`src/design/per_bus_pkg.sv`:
```
/*
 * Peripheral bus package
 *   Bus widths for address, data and byte write enable
 *   Byte base addresses of the two digital I/O ports
 *   Register byte offsets within a port, Timer A register addresses
 *   Decoded word address union (raw word or block/slot fields)
 */
`default_nettype none

package per_bus_pkg;

  // ====================
  // Bus widths
  // ====================
  localparam int PER_AW  = 14;                   // Word address
  localparam int PER_DW  = 16;                   // Data
  localparam int PER_WEW = 2;                    // One enable per byte lane

  // ====================
  // Address map
  // ====================
  localparam logic [15:0] P1_BASE = 16'h0020;    // Port 1 byte base
  localparam logic [15:0] P2_BASE = 16'h0028;    // Port 2 byte base

  localparam int GPIO_IN  = 0;                   // Synchronized input, read only
  localparam int GPIO_OUT = 1;                   // Output data
  localparam int GPIO_DIR = 2;                   // Direction, 1 = output
  localparam int GPIO_IFG = 3;                   // Interrupt flags
  localparam int GPIO_IES = 4;                   // Edge select, 1 = falling
  localparam int GPIO_IE  = 5;                   // Interrupt enables
  localparam int GPIO_SEL = 6;                   // Function select

  localparam logic [15:0] TA_TACTL   = 16'h0160; // Timer control
  localparam logic [15:0] TA_TACCTL0 = 16'h0162; // Compare 0 control
  localparam logic [15:0] TA_TAR     = 16'h0170; // Counter
  localparam logic [15:0] TA_TACCR0  = 16'h0172; // Compare 0 value

  // Word address seen as 32-byte block plus word slot
  typedef struct packed {
    logic [9:0] blk;                             // Peripheral block index
    logic [3:0] slot;                            // Register word in block
  } per_field_t;

  typedef union packed {
    logic [PER_AW-1:0] word;                     // Raw word address
    per_field_t        f;                        // Block/slot view
  } per_addr_t;

endpackage

`default_nettype wire

```
`src/design/irq_pkg.sv`:
```
/*
 * Interrupt package
 *   Width of the maskable interrupt vector bus
 *   Vector index of each kept interrupt source
 */
`default_nettype none

package irq_pkg;

  // ====================
  // Vector bus
  // ====================
  localparam int IRQ_W = 14;       // Maskable vectors 0 to 13

  // Source positions, higher index = higher priority
  localparam int IRQ_TA0   = 9;    // Timer A compare 0
  localparam int IRQ_TA1   = 8;    // Timer A overflow
  localparam int IRQ_PORT2 = 3;    // Port 2 edge
  localparam int IRQ_PORT1 = 2;    // Port 1 edge

  // Vectors 0, 1, 4 to 7 and 10 to 13 have no source here

endpackage

`default_nettype wire

```
`src/design/gpio_port.sv`:
```
/*
 * One 8-bit digital I/O port
 *   Address decode against the port byte base
 *   OUT, DIR, IFG, IES, IE and SEL registers
 *   Two-stage input synchronizer and edge detector
 *   Edge interrupt flags and the port interrupt
 */
`default_nettype none

module gpio_port #(
  parameter logic [15:0] PORT_BASE = per_bus_pkg::P1_BASE    // Byte base address
) (
  input  logic                               mclk,
  input  logic                               rst,
  input  per_bus_pkg::per_addr_t             per_addr,
  input  logic [per_bus_pkg::PER_DW-1:0]     per_din,
  input  logic [per_bus_pkg::PER_WEW-1:0]    per_we,
  input  logic                               per_en,
  output logic [per_bus_pkg::PER_DW-1:0]     per_dout,
  input  logic [7:0]                         p_din,          // Pad inputs
  output logic [7:0]                         p_dout,         // Pad outputs
  output logic [7:0]                         p_dout_en,      // Pad output enables
  output logic [7:0]                         p_sel,          // Function select
  output logic                               irq_port        // Level interrupt
);

  localparam int NREG = 7;                                   // Byte offsets 0 to 6

  // ====================
  // Address decode
  // ====================
  logic            port_sel;
  logic [1:0]      word_idx;
  logic [NREG-1:0] reg_wr;
  logic [NREG-1:0] reg_rd;
  logic [7:0]      wr_data [NREG];
  logic [7:0]      rd_val  [NREG];

  // Both ports share one block, the upper slot bits split them
  assign port_sel = per_en & (per_addr.f.blk == PORT_BASE[14:5])
                           & (per_addr.f.slot[3:2] == PORT_BASE[4:3]);
  assign word_idx = per_addr.f.slot[1:0];                    // Word within port

  always_comb begin
    for (int k = 0; k < NREG; k++) begin
      reg_wr[k]  = port_sel & per_we[k % 2] & (word_idx == 2'(k / 2));  // Lane write
      reg_rd[k]  = port_sel & ~|per_we & (word_idx == 2'(k / 2));        // Read strobe
      wr_data[k] = (k % 2 == 1) ? per_din[15:8] : per_din[7:0];          // Odd = lane 1
    end
  end

  // ====================
  // Input synchronizer
  // ====================
  logic [7:0] din_s1;                                        // First stage
  logic [7:0] din_s2;                                        // GPIO_IN value
  logic [7:0] din_dly;                                       // For edge detect
  logic [7:0] edge_set;

  always_ff @(posedge mclk) begin
    if (rst) begin
      din_s1  <= '0;
      din_s2  <= '0;
      din_dly <= '0;
    end else begin
      din_s1  <= p_din;
      din_s2  <= din_s1;
      din_dly <= din_s2;
    end
  end

  // ====================
  // Control registers
  // ====================
  logic [7:0] p_out;
  logic [7:0] p_dir;
  logic [7:0] p_ifg;
  logic [7:0] p_ies;
  logic [7:0] p_ie;
  logic [7:0] p_fsel;
  logic [7:0] ifg_nxt;

  // Rising edge when IES is 0, falling edge when IES is 1
  assign edge_set = (din_s2 & ~din_dly & ~p_ies) | (~din_s2 & din_dly & p_ies);

  // Edge set wins over a write clear
  assign ifg_nxt = (reg_wr[per_bus_pkg::GPIO_IFG] ? wr_data[per_bus_pkg::GPIO_IFG] : p_ifg)
                 | edge_set;

  always_ff @(posedge mclk) begin
    if (rst) begin
      p_out  <= '0;
      p_dir  <= '0;
      p_ifg  <= '0;
      p_ies  <= '0;
      p_ie   <= '0;
      p_fsel <= '0;
    end else begin
      if (reg_wr[per_bus_pkg::GPIO_OUT]) p_out  <= wr_data[per_bus_pkg::GPIO_OUT];
      if (reg_wr[per_bus_pkg::GPIO_DIR]) p_dir  <= wr_data[per_bus_pkg::GPIO_DIR];
      if (reg_wr[per_bus_pkg::GPIO_IES]) p_ies  <= wr_data[per_bus_pkg::GPIO_IES];
      if (reg_wr[per_bus_pkg::GPIO_IE])  p_ie   <= wr_data[per_bus_pkg::GPIO_IE];
      if (reg_wr[per_bus_pkg::GPIO_SEL]) p_fsel <= wr_data[per_bus_pkg::GPIO_SEL];
      p_ifg <= ifg_nxt;                                      // Flags update every cycle
    end
  end

  // ====================
  // Read back and outputs
  // ====================
  assign rd_val[per_bus_pkg::GPIO_IN]  = din_s2;
  assign rd_val[per_bus_pkg::GPIO_OUT] = p_out;
  assign rd_val[per_bus_pkg::GPIO_DIR] = p_dir;
  assign rd_val[per_bus_pkg::GPIO_IFG] = p_ifg;
  assign rd_val[per_bus_pkg::GPIO_IES] = p_ies;
  assign rd_val[per_bus_pkg::GPIO_IE]  = p_ie;
  assign rd_val[per_bus_pkg::GPIO_SEL] = p_fsel;

  always_comb begin
    per_dout = '0;                                           // Zero when idle for OR bus
    for (int k = 0; k < NREG; k++) begin
      if (reg_rd[k]) begin
        if (k % 2 == 1) per_dout[15:8] = rd_val[k];          // Odd byte, lane 1
        else            per_dout[7:0]  = rd_val[k];
      end
    end
  end

  assign p_dout    = p_out;
  assign p_dout_en = p_dir;
  assign p_sel     = p_fsel;
  assign irq_port  = |(p_ifg & p_ie);                        // Any enabled flag

endmodule

`default_nettype wire

```
`src/design/timer_a.sv`:
```
/*
 * Reduced Timer A
 *   TACTL, TACCTL0, TAR and TACCR0 registers
 *   Clock source select and input divider
 *   Up mode and continuous mode counter
 *   Compare 0 and overflow interrupts
 */
`default_nettype none

module timer_a (
  input  logic                               mclk,
  input  logic                               rst,
  input  per_bus_pkg::per_addr_t             per_addr,
  input  logic [per_bus_pkg::PER_DW-1:0]     per_din,
  input  logic [per_bus_pkg::PER_WEW-1:0]    per_we,
  input  logic                               per_en,
  output logic [per_bus_pkg::PER_DW-1:0]     per_dout,
  input  logic                               aclk_en,        // ACLK enable
  input  logic                               smclk_en,       // SMCLK enable
  input  logic                               irq_ta0_acc,    // Compare 0 vector taken
  output logic                               irq_ta0,
  output logic                               irq_ta1
);

  localparam logic [9:0] TA_BLK       = per_bus_pkg::TA_TACTL[14:5];
  localparam logic [3:0] SLOT_TACTL   = per_bus_pkg::TA_TACTL[4:1];
  localparam logic [3:0] SLOT_TACCTL0 = per_bus_pkg::TA_TACCTL0[4:1];
  localparam logic [3:0] SLOT_TAR     = per_bus_pkg::TA_TAR[4:1];
  localparam logic [3:0] SLOT_TACCR0  = per_bus_pkg::TA_TACCR0[4:1];

  // ====================
  // Address decode
  // ====================
  logic ta_sel;
  logic ta_wr;
  logic ta_rd;
  logic tactl_wr;
  logic tacctl0_wr;
  logic tar_wr;
  logic taccr0_wr;
  logic taclr;

  assign ta_sel     = per_en & (per_addr.f.blk == TA_BLK);
  assign ta_wr      = ta_sel & |per_we;                      // Word registers
  assign ta_rd      = ta_sel & ~|per_we;
  assign tactl_wr   = ta_wr & (per_addr.f.slot == SLOT_TACTL);
  assign tacctl0_wr = ta_wr & (per_addr.f.slot == SLOT_TACCTL0);
  assign tar_wr     = ta_wr & (per_addr.f.slot == SLOT_TAR);
  assign taccr0_wr  = ta_wr & (per_addr.f.slot == SLOT_TACCR0);
  assign taclr      = tactl_wr & per_din[2];                 // Self-clearing

  // ====================
  // Registers
  // ====================
  logic [1:0]  tassel;
  logic [1:0]  id;
  logic [1:0]  mc;
  logic        taie;
  logic        taifg;
  logic        ccie;
  logic        ccifg;
  logic [15:0] tar;
  logic [15:0] taccr0;
  logic [2:0]  clk_div;
  logic        taifg_set;
  logic        ccifg_set;

  always_ff @(posedge mclk) begin
    if (rst) begin
      tassel <= '0;
      id     <= '0;
      mc     <= '0;
      taie   <= 1'b0;
      taifg  <= 1'b0;
      ccie   <= 1'b0;
      ccifg  <= 1'b0;
      taccr0 <= '0;
    end else begin
      if (tactl_wr) begin
        tassel <= per_din[9:8];
        id     <= per_din[7:6];
        mc     <= per_din[5:4];
        taie   <= per_din[1];
      end
      if (tacctl0_wr) ccie   <= per_din[4];
      if (taccr0_wr)  taccr0 <= per_din;
      if (taifg_set)     taifg <= 1'b1;                      // Only a write clears it
      else if (tactl_wr) taifg <= per_din[0];
      if (ccifg_set)        ccifg <= 1'b1;
      else if (irq_ta0_acc) ccifg <= 1'b0;                   // Vector taken
      else if (tacctl0_wr)  ccifg <= per_din[0];
    end
  end

  // ====================
  // Clock and counter
  // ====================
  logic        sel_clk;
  logic        cnt_mode;
  logic        div_ok;
  logic        tar_tick;
  logic        tar_wrap;
  logic [15:0] tar_nxt;

  // TACLK and INCLK are tied off, only ACLK and SMCLK tick
  assign sel_clk  = (tassel == 2'b01) ? aclk_en :
                    (tassel == 2'b10) ? smclk_en : 1'b0;
  assign cnt_mode = (mc == 2'b01) | (mc == 2'b10);          // Up or continuous

  always_comb begin
    case (id)
      2'b00:   div_ok = 1'b1;                                // /1
      2'b01:   div_ok = clk_div[0];                          // /2
      2'b10:   div_ok = &clk_div[1:0];                       // /4
      default: div_ok = &clk_div;                            // /8
    endcase
  end

  assign tar_tick  = sel_clk & div_ok & cnt_mode;
  // Up mode also rolls over if TACCR0 was moved below TAR
  assign tar_wrap  = (mc == 2'b01) ? (tar >= taccr0) : (tar == 16'hFFFF);
  assign tar_nxt   = tar_wrap ? '0 : tar + 16'd1;
  assign ccifg_set = tar_tick & (tar_nxt == taccr0);         // TAR reaches TACCR0
  assign taifg_set = tar_tick & tar_wrap;                    // Rollover to zero

  always_ff @(posedge mclk) begin
    if (rst || taclr) begin
      clk_div <= '0;
      tar     <= '0;
    end else begin
      if (sel_clk && cnt_mode) clk_div <= clk_div + 3'd1;
      if (tar_wr)        tar <= per_din;
      else if (tar_tick) tar <= tar_nxt;
    end
  end

  // ====================
  // Read back and interrupts
  // ====================
  always_comb begin
    per_dout = '0;
    if (ta_rd) begin
      case (per_addr.f.slot)
        SLOT_TACTL:   per_dout = {6'b0, tassel, id, mc, 2'b00, taie, taifg};  // TACLR reads 0
        SLOT_TACCTL0: per_dout = {11'b0, ccie, 3'b000, ccifg};
        SLOT_TAR:     per_dout = tar;
        SLOT_TACCR0:  per_dout = taccr0;
        default:      per_dout = '0;
      endcase
    end
  end

  assign irq_ta0 = ccie & ccifg;
  assign irq_ta1 = taie & taifg;

endmodule

`default_nettype wire

```
`src/design/periph_core0.sv`:
```
/*
 * Peripheral subsystem top level
 *   Port 1 on the switches, port 2 on the LEDs
 *   Timer A with its compare 0 accept
 *   OR of the peripheral read data, interrupt vector packing
 */
`default_nettype none

module periph_core0 (
  input  logic                               mclk,
  input  logic                               rst,
  input  logic [per_bus_pkg::PER_AW-1:0]     per_addr,       // Word address
  input  logic [per_bus_pkg::PER_DW-1:0]     per_din,
  input  logic [per_bus_pkg::PER_WEW-1:0]    per_we,
  input  logic                               per_en,
  output logic [per_bus_pkg::PER_DW-1:0]     per_dout,
  input  logic                               aclk_en,
  input  logic                               smclk_en,
  input  logic [irq_pkg::IRQ_W-1:0]          irq_acc,        // One-hot accept
  output logic [irq_pkg::IRQ_W-1:0]          irq_bus,
  input  logic [3:0]                         switch,
  output logic [1:0]                         led
);

  logic [per_bus_pkg::PER_DW-1:0] per_dout_p1;
  logic [per_bus_pkg::PER_DW-1:0] per_dout_p2;
  logic [per_bus_pkg::PER_DW-1:0] per_dout_ta;
  logic                           irq_port1;
  logic                           irq_port2;
  logic                           irq_ta0;
  logic                           irq_ta1;
  logic [7:0]                     p1_din;
  logic [7:0]                     p2_dout;
  logic [7:0]                     p2_dout_en;

  assign p1_din = {4'h0, switch};                            // Upper pins unused

  // ====================
  // Peripherals
  // ====================
  gpio_port #(.PORT_BASE(per_bus_pkg::P1_BASE)) gpio_p1 (
    .mclk      (mclk),
    .rst       (rst),
    .per_addr  (per_addr),
    .per_din   (per_din),
    .per_we    (per_we),
    .per_en    (per_en),
    .per_dout  (per_dout_p1),
    .p_din     (p1_din),
    .p_dout    (),                                           // No pads driven
    .p_dout_en (),
    .p_sel     (),
    .irq_port  (irq_port1)
  );

  gpio_port #(.PORT_BASE(per_bus_pkg::P2_BASE)) gpio_p2 (
    .mclk      (mclk),
    .rst       (rst),
    .per_addr  (per_addr),
    .per_din   (per_din),
    .per_we    (per_we),
    .per_en    (per_en),
    .per_dout  (per_dout_p2),
    .p_din     (8'h00),                                      // Output only
    .p_dout    (p2_dout),
    .p_dout_en (p2_dout_en),
    .p_sel     (),
    .irq_port  (irq_port2)
  );

  timer_a ta_0 (
    .mclk        (mclk),
    .rst         (rst),
    .per_addr    (per_addr),
    .per_din     (per_din),
    .per_we      (per_we),
    .per_en      (per_en),
    .per_dout    (per_dout_ta),
    .aclk_en     (aclk_en),
    .smclk_en    (smclk_en),
    .irq_ta0_acc (irq_acc[irq_pkg::IRQ_TA0]),                // Clears CCIFG
    .irq_ta0     (irq_ta0),
    .irq_ta1     (irq_ta1)
  );

  // ====================
  // Glue
  // ====================
  assign per_dout = per_dout_p1 | per_dout_p2 | per_dout_ta; // Idle slaves drive zero
  assign led      = p2_dout[1:0] & p2_dout_en[1:0];          // Lit only when output

  always_comb begin
    irq_bus                     = '0;
    irq_bus[irq_pkg::IRQ_TA0]   = irq_ta0;
    irq_bus[irq_pkg::IRQ_TA1]   = irq_ta1;
    irq_bus[irq_pkg::IRQ_PORT2] = irq_port2;
    irq_bus[irq_pkg::IRQ_PORT1] = irq_port1;
  end

endmodule

`default_nettype wire

```
`config.mk`:
```
export PLATFORM = sky130hd
export DESIGN_NAME = periph_core0
export DESIGN_NICKNAME = d
export VERILOG_FILES = /design/src/design/per_bus_pkg.sv /design/src/design/irq_pkg.sv /design/src/design/gpio_port.sv /design/src/design/timer_a.sv /design/src/design/periph_core0.sv
export SDC_FILE = /design/constraint.sdc
export NUM_CORES = 1
export LEC_CHECK = 0
export BUFFER_PORTS_ARGS = -buffer_cell sky130_fd_sc_hd__buf_2
export CAP_MARGIN = 20
export CELL_PAD_IN_SITES_DETAIL_PLACEMENT = 0
export CELL_PAD_IN_SITES_GLOBAL_PLACEMENT = 1
export CORE_MARGIN = 4
export CORE_UTILIZATION = 45
export CTS_CLUSTER_SIZE = 8
export DETAILED_ROUTE_END_ITERATION = 6
export PLACE_DENSITY = 0.82
export SLEW_MARGIN = 20
export SYNTH_ARGS = -nofsm -noshare
export SYNTH_HDL_FRONTEND = slang
export SYNTH_SLANG_ARGS = --single-unit
```
`constraint.sdc`:
```
create_clock -name mclk -period 2.77 [get_ports mclk]
set_clock_uncertainty 0.05 [all_clocks]
set_input_delay 0.554 -clock mclk [delete_from_list [all_inputs] [get_ports mclk]]
set_output_delay 0.554 -clock mclk [all_outputs]
set_load 0.02 [all_outputs]
```
==> results.json <==
{
  "powerDensity_nw_per_um2": 465,
  "ff2ff_setup_slack_ps": 130,
  "syn_to_final_growth_pct": 24.0,
  "drv_slew": 0,
  "grt_remaining_overflow": 0,
  "post-route-min-period_ps": 2950,
  "crit_type": "in -> out",
  "multi_input_area_sq_um": 4980,
  "final-hold-violation-count": 0,
  "die_area_sq_um": 20700,
  "synth_top_cell_area_share_pct": 37.0,
  "post-route-drc-count": 0,
  "clk_pin_slew_ps": 60,
  "numCtsBuffers": 17,
  "worst_setup_path_end_kind": "primary output",
  "crit_family": "simple AND/OR/NAND/NOR gates",
  "place_congestion": 0.916,
  "clock_path_buffers": 2,
  "cts_sinks": 153,
  "n_antenna_cell": 0,
  "avgViaCountPerCell": 5.75,
  "synth_edf_count": 0,
  "globalRouteMet2Util_pct": 41.2,
  "async_flop_share_pct": 0,
  "startpoint": "per_addr[13]",
  "placed_area_sq_um": 9320,
  "vias": 7444,
  "final-setup-viol-count": 16,
  "die_x_um": 144,
  "routed_wirelength_mm": 24.9,
  "port_buffers": 63,
  "period_share_pct": 107,
  "status": "finished, violations left",
  "synth-seq-cells": 153,
  "yosys_warnings": 0,
  "grt_max_degree": 78,
  "crit_fanout": 4,
  "first_iter_violations": 672,
  "layout-drive-gt1-share_pct": 25.8,
  "synthTopCellsByArea": "dfxtp_1 37%, mux2i_1 15%, nor2_1 6.6%",
  "wl_per_cell_um": 19.3,
  "cts_tree": "done",
  "worstPathCellList": "buf_6 -> nor4_4 -> and4b_1 -> nand2_2 -> nor3b_4 -> nand2_2 -> buf_4 -> o22ai_2 -> a211o_1 -> buf_4",
  "netlist_instances": 944,
  "yosysUniqueCellTypes": 68,
  "nFillCells": 1686,
  "root_buffer": "clkbuf_16",
  "timing.rr.end": "ta_0.ccifg",
  "relSlewSlack_pct": 44.0,
  "top_usage_layer": "met2",
  "boundaryPins": 87,
  "grtUsageTotal_pct": 24.6,
  "drv_cap": 0,
  "violations": "setup timing",
  "reg2reg_depth": 11,
  "ir_worst_vdd_uv": 455,
  "ff_latch_area_sq_um": 3070,
  "fin_ws_ps": -181,
  "worst-path-buf-inv": 3,
  "grt_pass1_vias": 7315,
  "dr.pass1.iters": 5,
  "syn_area_per_cell_sq_um": 8.78,
  "fmax_mhz": 339,
  "cp.required_ps": 2170,
  "htree_num_levels": 4,
  "synth_ff_type": "dfxtp_1",
  "rsz0062_at_grt": "true",
  "final_nets": 1127,
  "ys_seq_area_share_pct": 37.0,
  "use_met1_pct": 32.3,
  "design_area_sq_um": 10300,
  "cp.depth": 10,
  "hpwlAfterDp_mm": 17.5,
  "critPathSlowestCell": "nor3b_4",
  "grt_pass1_wl_mm": 39.8,
  "use_met3_pct": 4.49,
  "tightest_slew_ps": 840,
  "r2r_start": "ta_0.taccr0[1]",
  "core_area_sq_um": 18000,
  "synthesis.area_sq_um": 8290,
  "clkLatencyLatePin_ps": 440,
  "start_util_pct": 46.0,
  "grt_antenna_before_repair": 0,
  "synth_top_cell_by_area": "dfxtp_1",
  "cpPeakStageDelay_ps": 300,
  "crit_end": "per_dout[1]",
  "startpoint_type": "input pin",
  "critPathArrivalTime_ps": 2350,
  "final_antenna_net_count": 0,
  "die_y_um": 144,
  "row_count": 49,
  "hold_path_class": "in -> reg",
  "fin_util_pct": 57.0,
  "hold_buffers": 0,
  "p_leak_nw": 4.51
}
==> power breakdown <==
part           switching, mW  internal [mW]  leakage [nW]
registers            0.00578           2.21          1.24
clock network           1.01           1.31         0.282
logic                  0.166         0.0807          2.99
total                   1.18           3.60          4.51
==> state kept, by name, summed over array words and instances (netlist names), 2 cells and up <==
signal / count
ta_0.taccr0: 16
ta_0.tar: 16
gpio_p1.p_dout: 8
gpio_p1.p_dout_en: 8
gpio_p1.p_ie: 8
gpio_p1.p_ies: 8
gpio_p1.p_ifg: 8
gpio_p1.p_sel: 8
gpio_p2.p_dout: 8
gpio_p2.p_dout_en: 8
gpio_p2.p_ie: 8
gpio_p2.p_ies: 8
gpio_p2.p_ifg: 8
gpio_p2.p_sel: 8
gpio_p1.din_dly: 4
gpio_p1.din_s1: 4
gpio_p1.din_s2: 4
ta_0.clk_div: 3
ta_0.id: 2
ta_0.mc: 2
ta_0.tassel: 2
==> worst reg2reg max path, stage by stage (launching register included) <==
cell       delay (ps)
dfxtp_1           330
inv_1              40
ha_1              300
nor2b_1           140
o211a_1           240
o32ai_2           280
a21oi_2           130
buf_4             160
bufbuf_16         270
a21oi_1           130
o2111ai_1         150
o31ai_2           330
==> cells by family (layout without fill, tap and decap cells) <==
kind of cell	count (synthesis)	after routing	share of synthesized area (%)
AO/OA/AOI/OAI	192	192	16.2
XOR/XNOR	18	18	1.90
adder cells (fa/ha/maj)	20	20	3.02
buffers and inverters	101	213	5.71
flip-flops	153	153	37.0
multiplexers	133	133	16.2
other	1	10	0.0452
AND/OR/NAND/NOR	326	326	20.0
==> final cells by class <==
class                      instances  share of cell area (%)
multi-input combinational        699                    48.5
sequential                       153                    29.9
timing repair buffer             159                    12.3
clock buffer                      19                    4.41
tap                              229                    2.79
clock inverter                    13                    1.32
inverter                          22                   0.804
==> timing repair <==
action,CTS,global route
buffers inserted,6,3
gates cloned,1,0
pin swaps,18,18
resized for setup,21,47
endpoints found under the setup margin,17,18
endpoints found under the hold margin,0,0
==> routing by layer <==
layer  share of wire, %  wire length [um]
met2                 49             12200
met5                  0                 0
met3                4.2              1050
met1                 45             11200
met4                2.2               539
==> how the worst min path moves through the flow <==
stage | from | endpoint | slack, ps | cells past startpoint
6_report | switch[1] | gpio_p1.din_s1[1] | 280 | 2
5_1_grt | switch[1] | gpio_p1.din_s1[1] | 290 | 2
4_1_cts | switch[1] | gpio_p1.din_s1[1] | 270 | 2
3_5_place_dp | gpio_p1.din_s1[0] | gpio_p1.din_s2[0] | 380 | 1
3_3_place_gp | gpio_p1.din_s1[2] | gpio_p1.din_s2[2] | 370 | 1
2_1_floorplan | gpio_p1.din_s1[0] | gpio_p1.din_s2[0] | 360 | 1
==> through the flow <==
stage | std cells | setup WS, ps | hold WS (ps) | power [mW] | setup TNS [ps]
2_1_floorplan | 953 | -10.6 | 364 | 2.40 | -89.9
3_3_place_gp | 1253 | -221 | 368 | 2.50 | -2870
3_5_place_dp | 1253 | -243 | 376 | 2.50 | -3090
4_1_cts | 1291 | -126 | 272 | 4.80 | -1250
5_1_grt | 1294 | -267 | 287 | 4.93 | -3180
6_report | 1294 | -181 | 280 | 4.78 | -1810
==> layout by cell type, fill, tap and decap left out, types with 8 or more instances in the layout <==
master and count:
nand2_1 57, inv_1 18, buf_4 90, a31oi_1 14, nor3_1 9, a22oi_1 27, a222oi_1 11, dfxtp_1 147
conb_1 10, buf_2 44, mux2_2 11, o22ai_1 12, a211oi_1 9, mux2i_1 122, nor2_1 145, nand3_2 12
o21ai_0 20, buf_12 8, a221o_1 8, nand3b_1 10, clkbuf_16 17, nor2b_1 18, buf_6 16, a21oi_1 47
ha_1 16, xnor2_1 12
==> cell usage after synthesis (5+ instances only) <==
library cell,instances
nor3_1,9
xnor2_1,13
inv_1,21
buf_2,11
a22oi_1,27
nor2b_1,18
nand3_2,12
nand4_1,6
clkbuf_1,43
a211oi_1,10
a221o_1,8
a21oi_1,47
buf_4,19
nand2b_1,5
mux2_2,11
o211ai_1,7
dfxtp_1,153
xor2_1,5
o22ai_1,15
and2_1,7
o21ai_0,21
nor2_1,146
nand2_1,62
mux2i_1,122
a222oi_1,11
ha_1,20
a31oi_1,15
nand3b_1,10
nand3_1,7
Power figures use the tool's default switching activity.
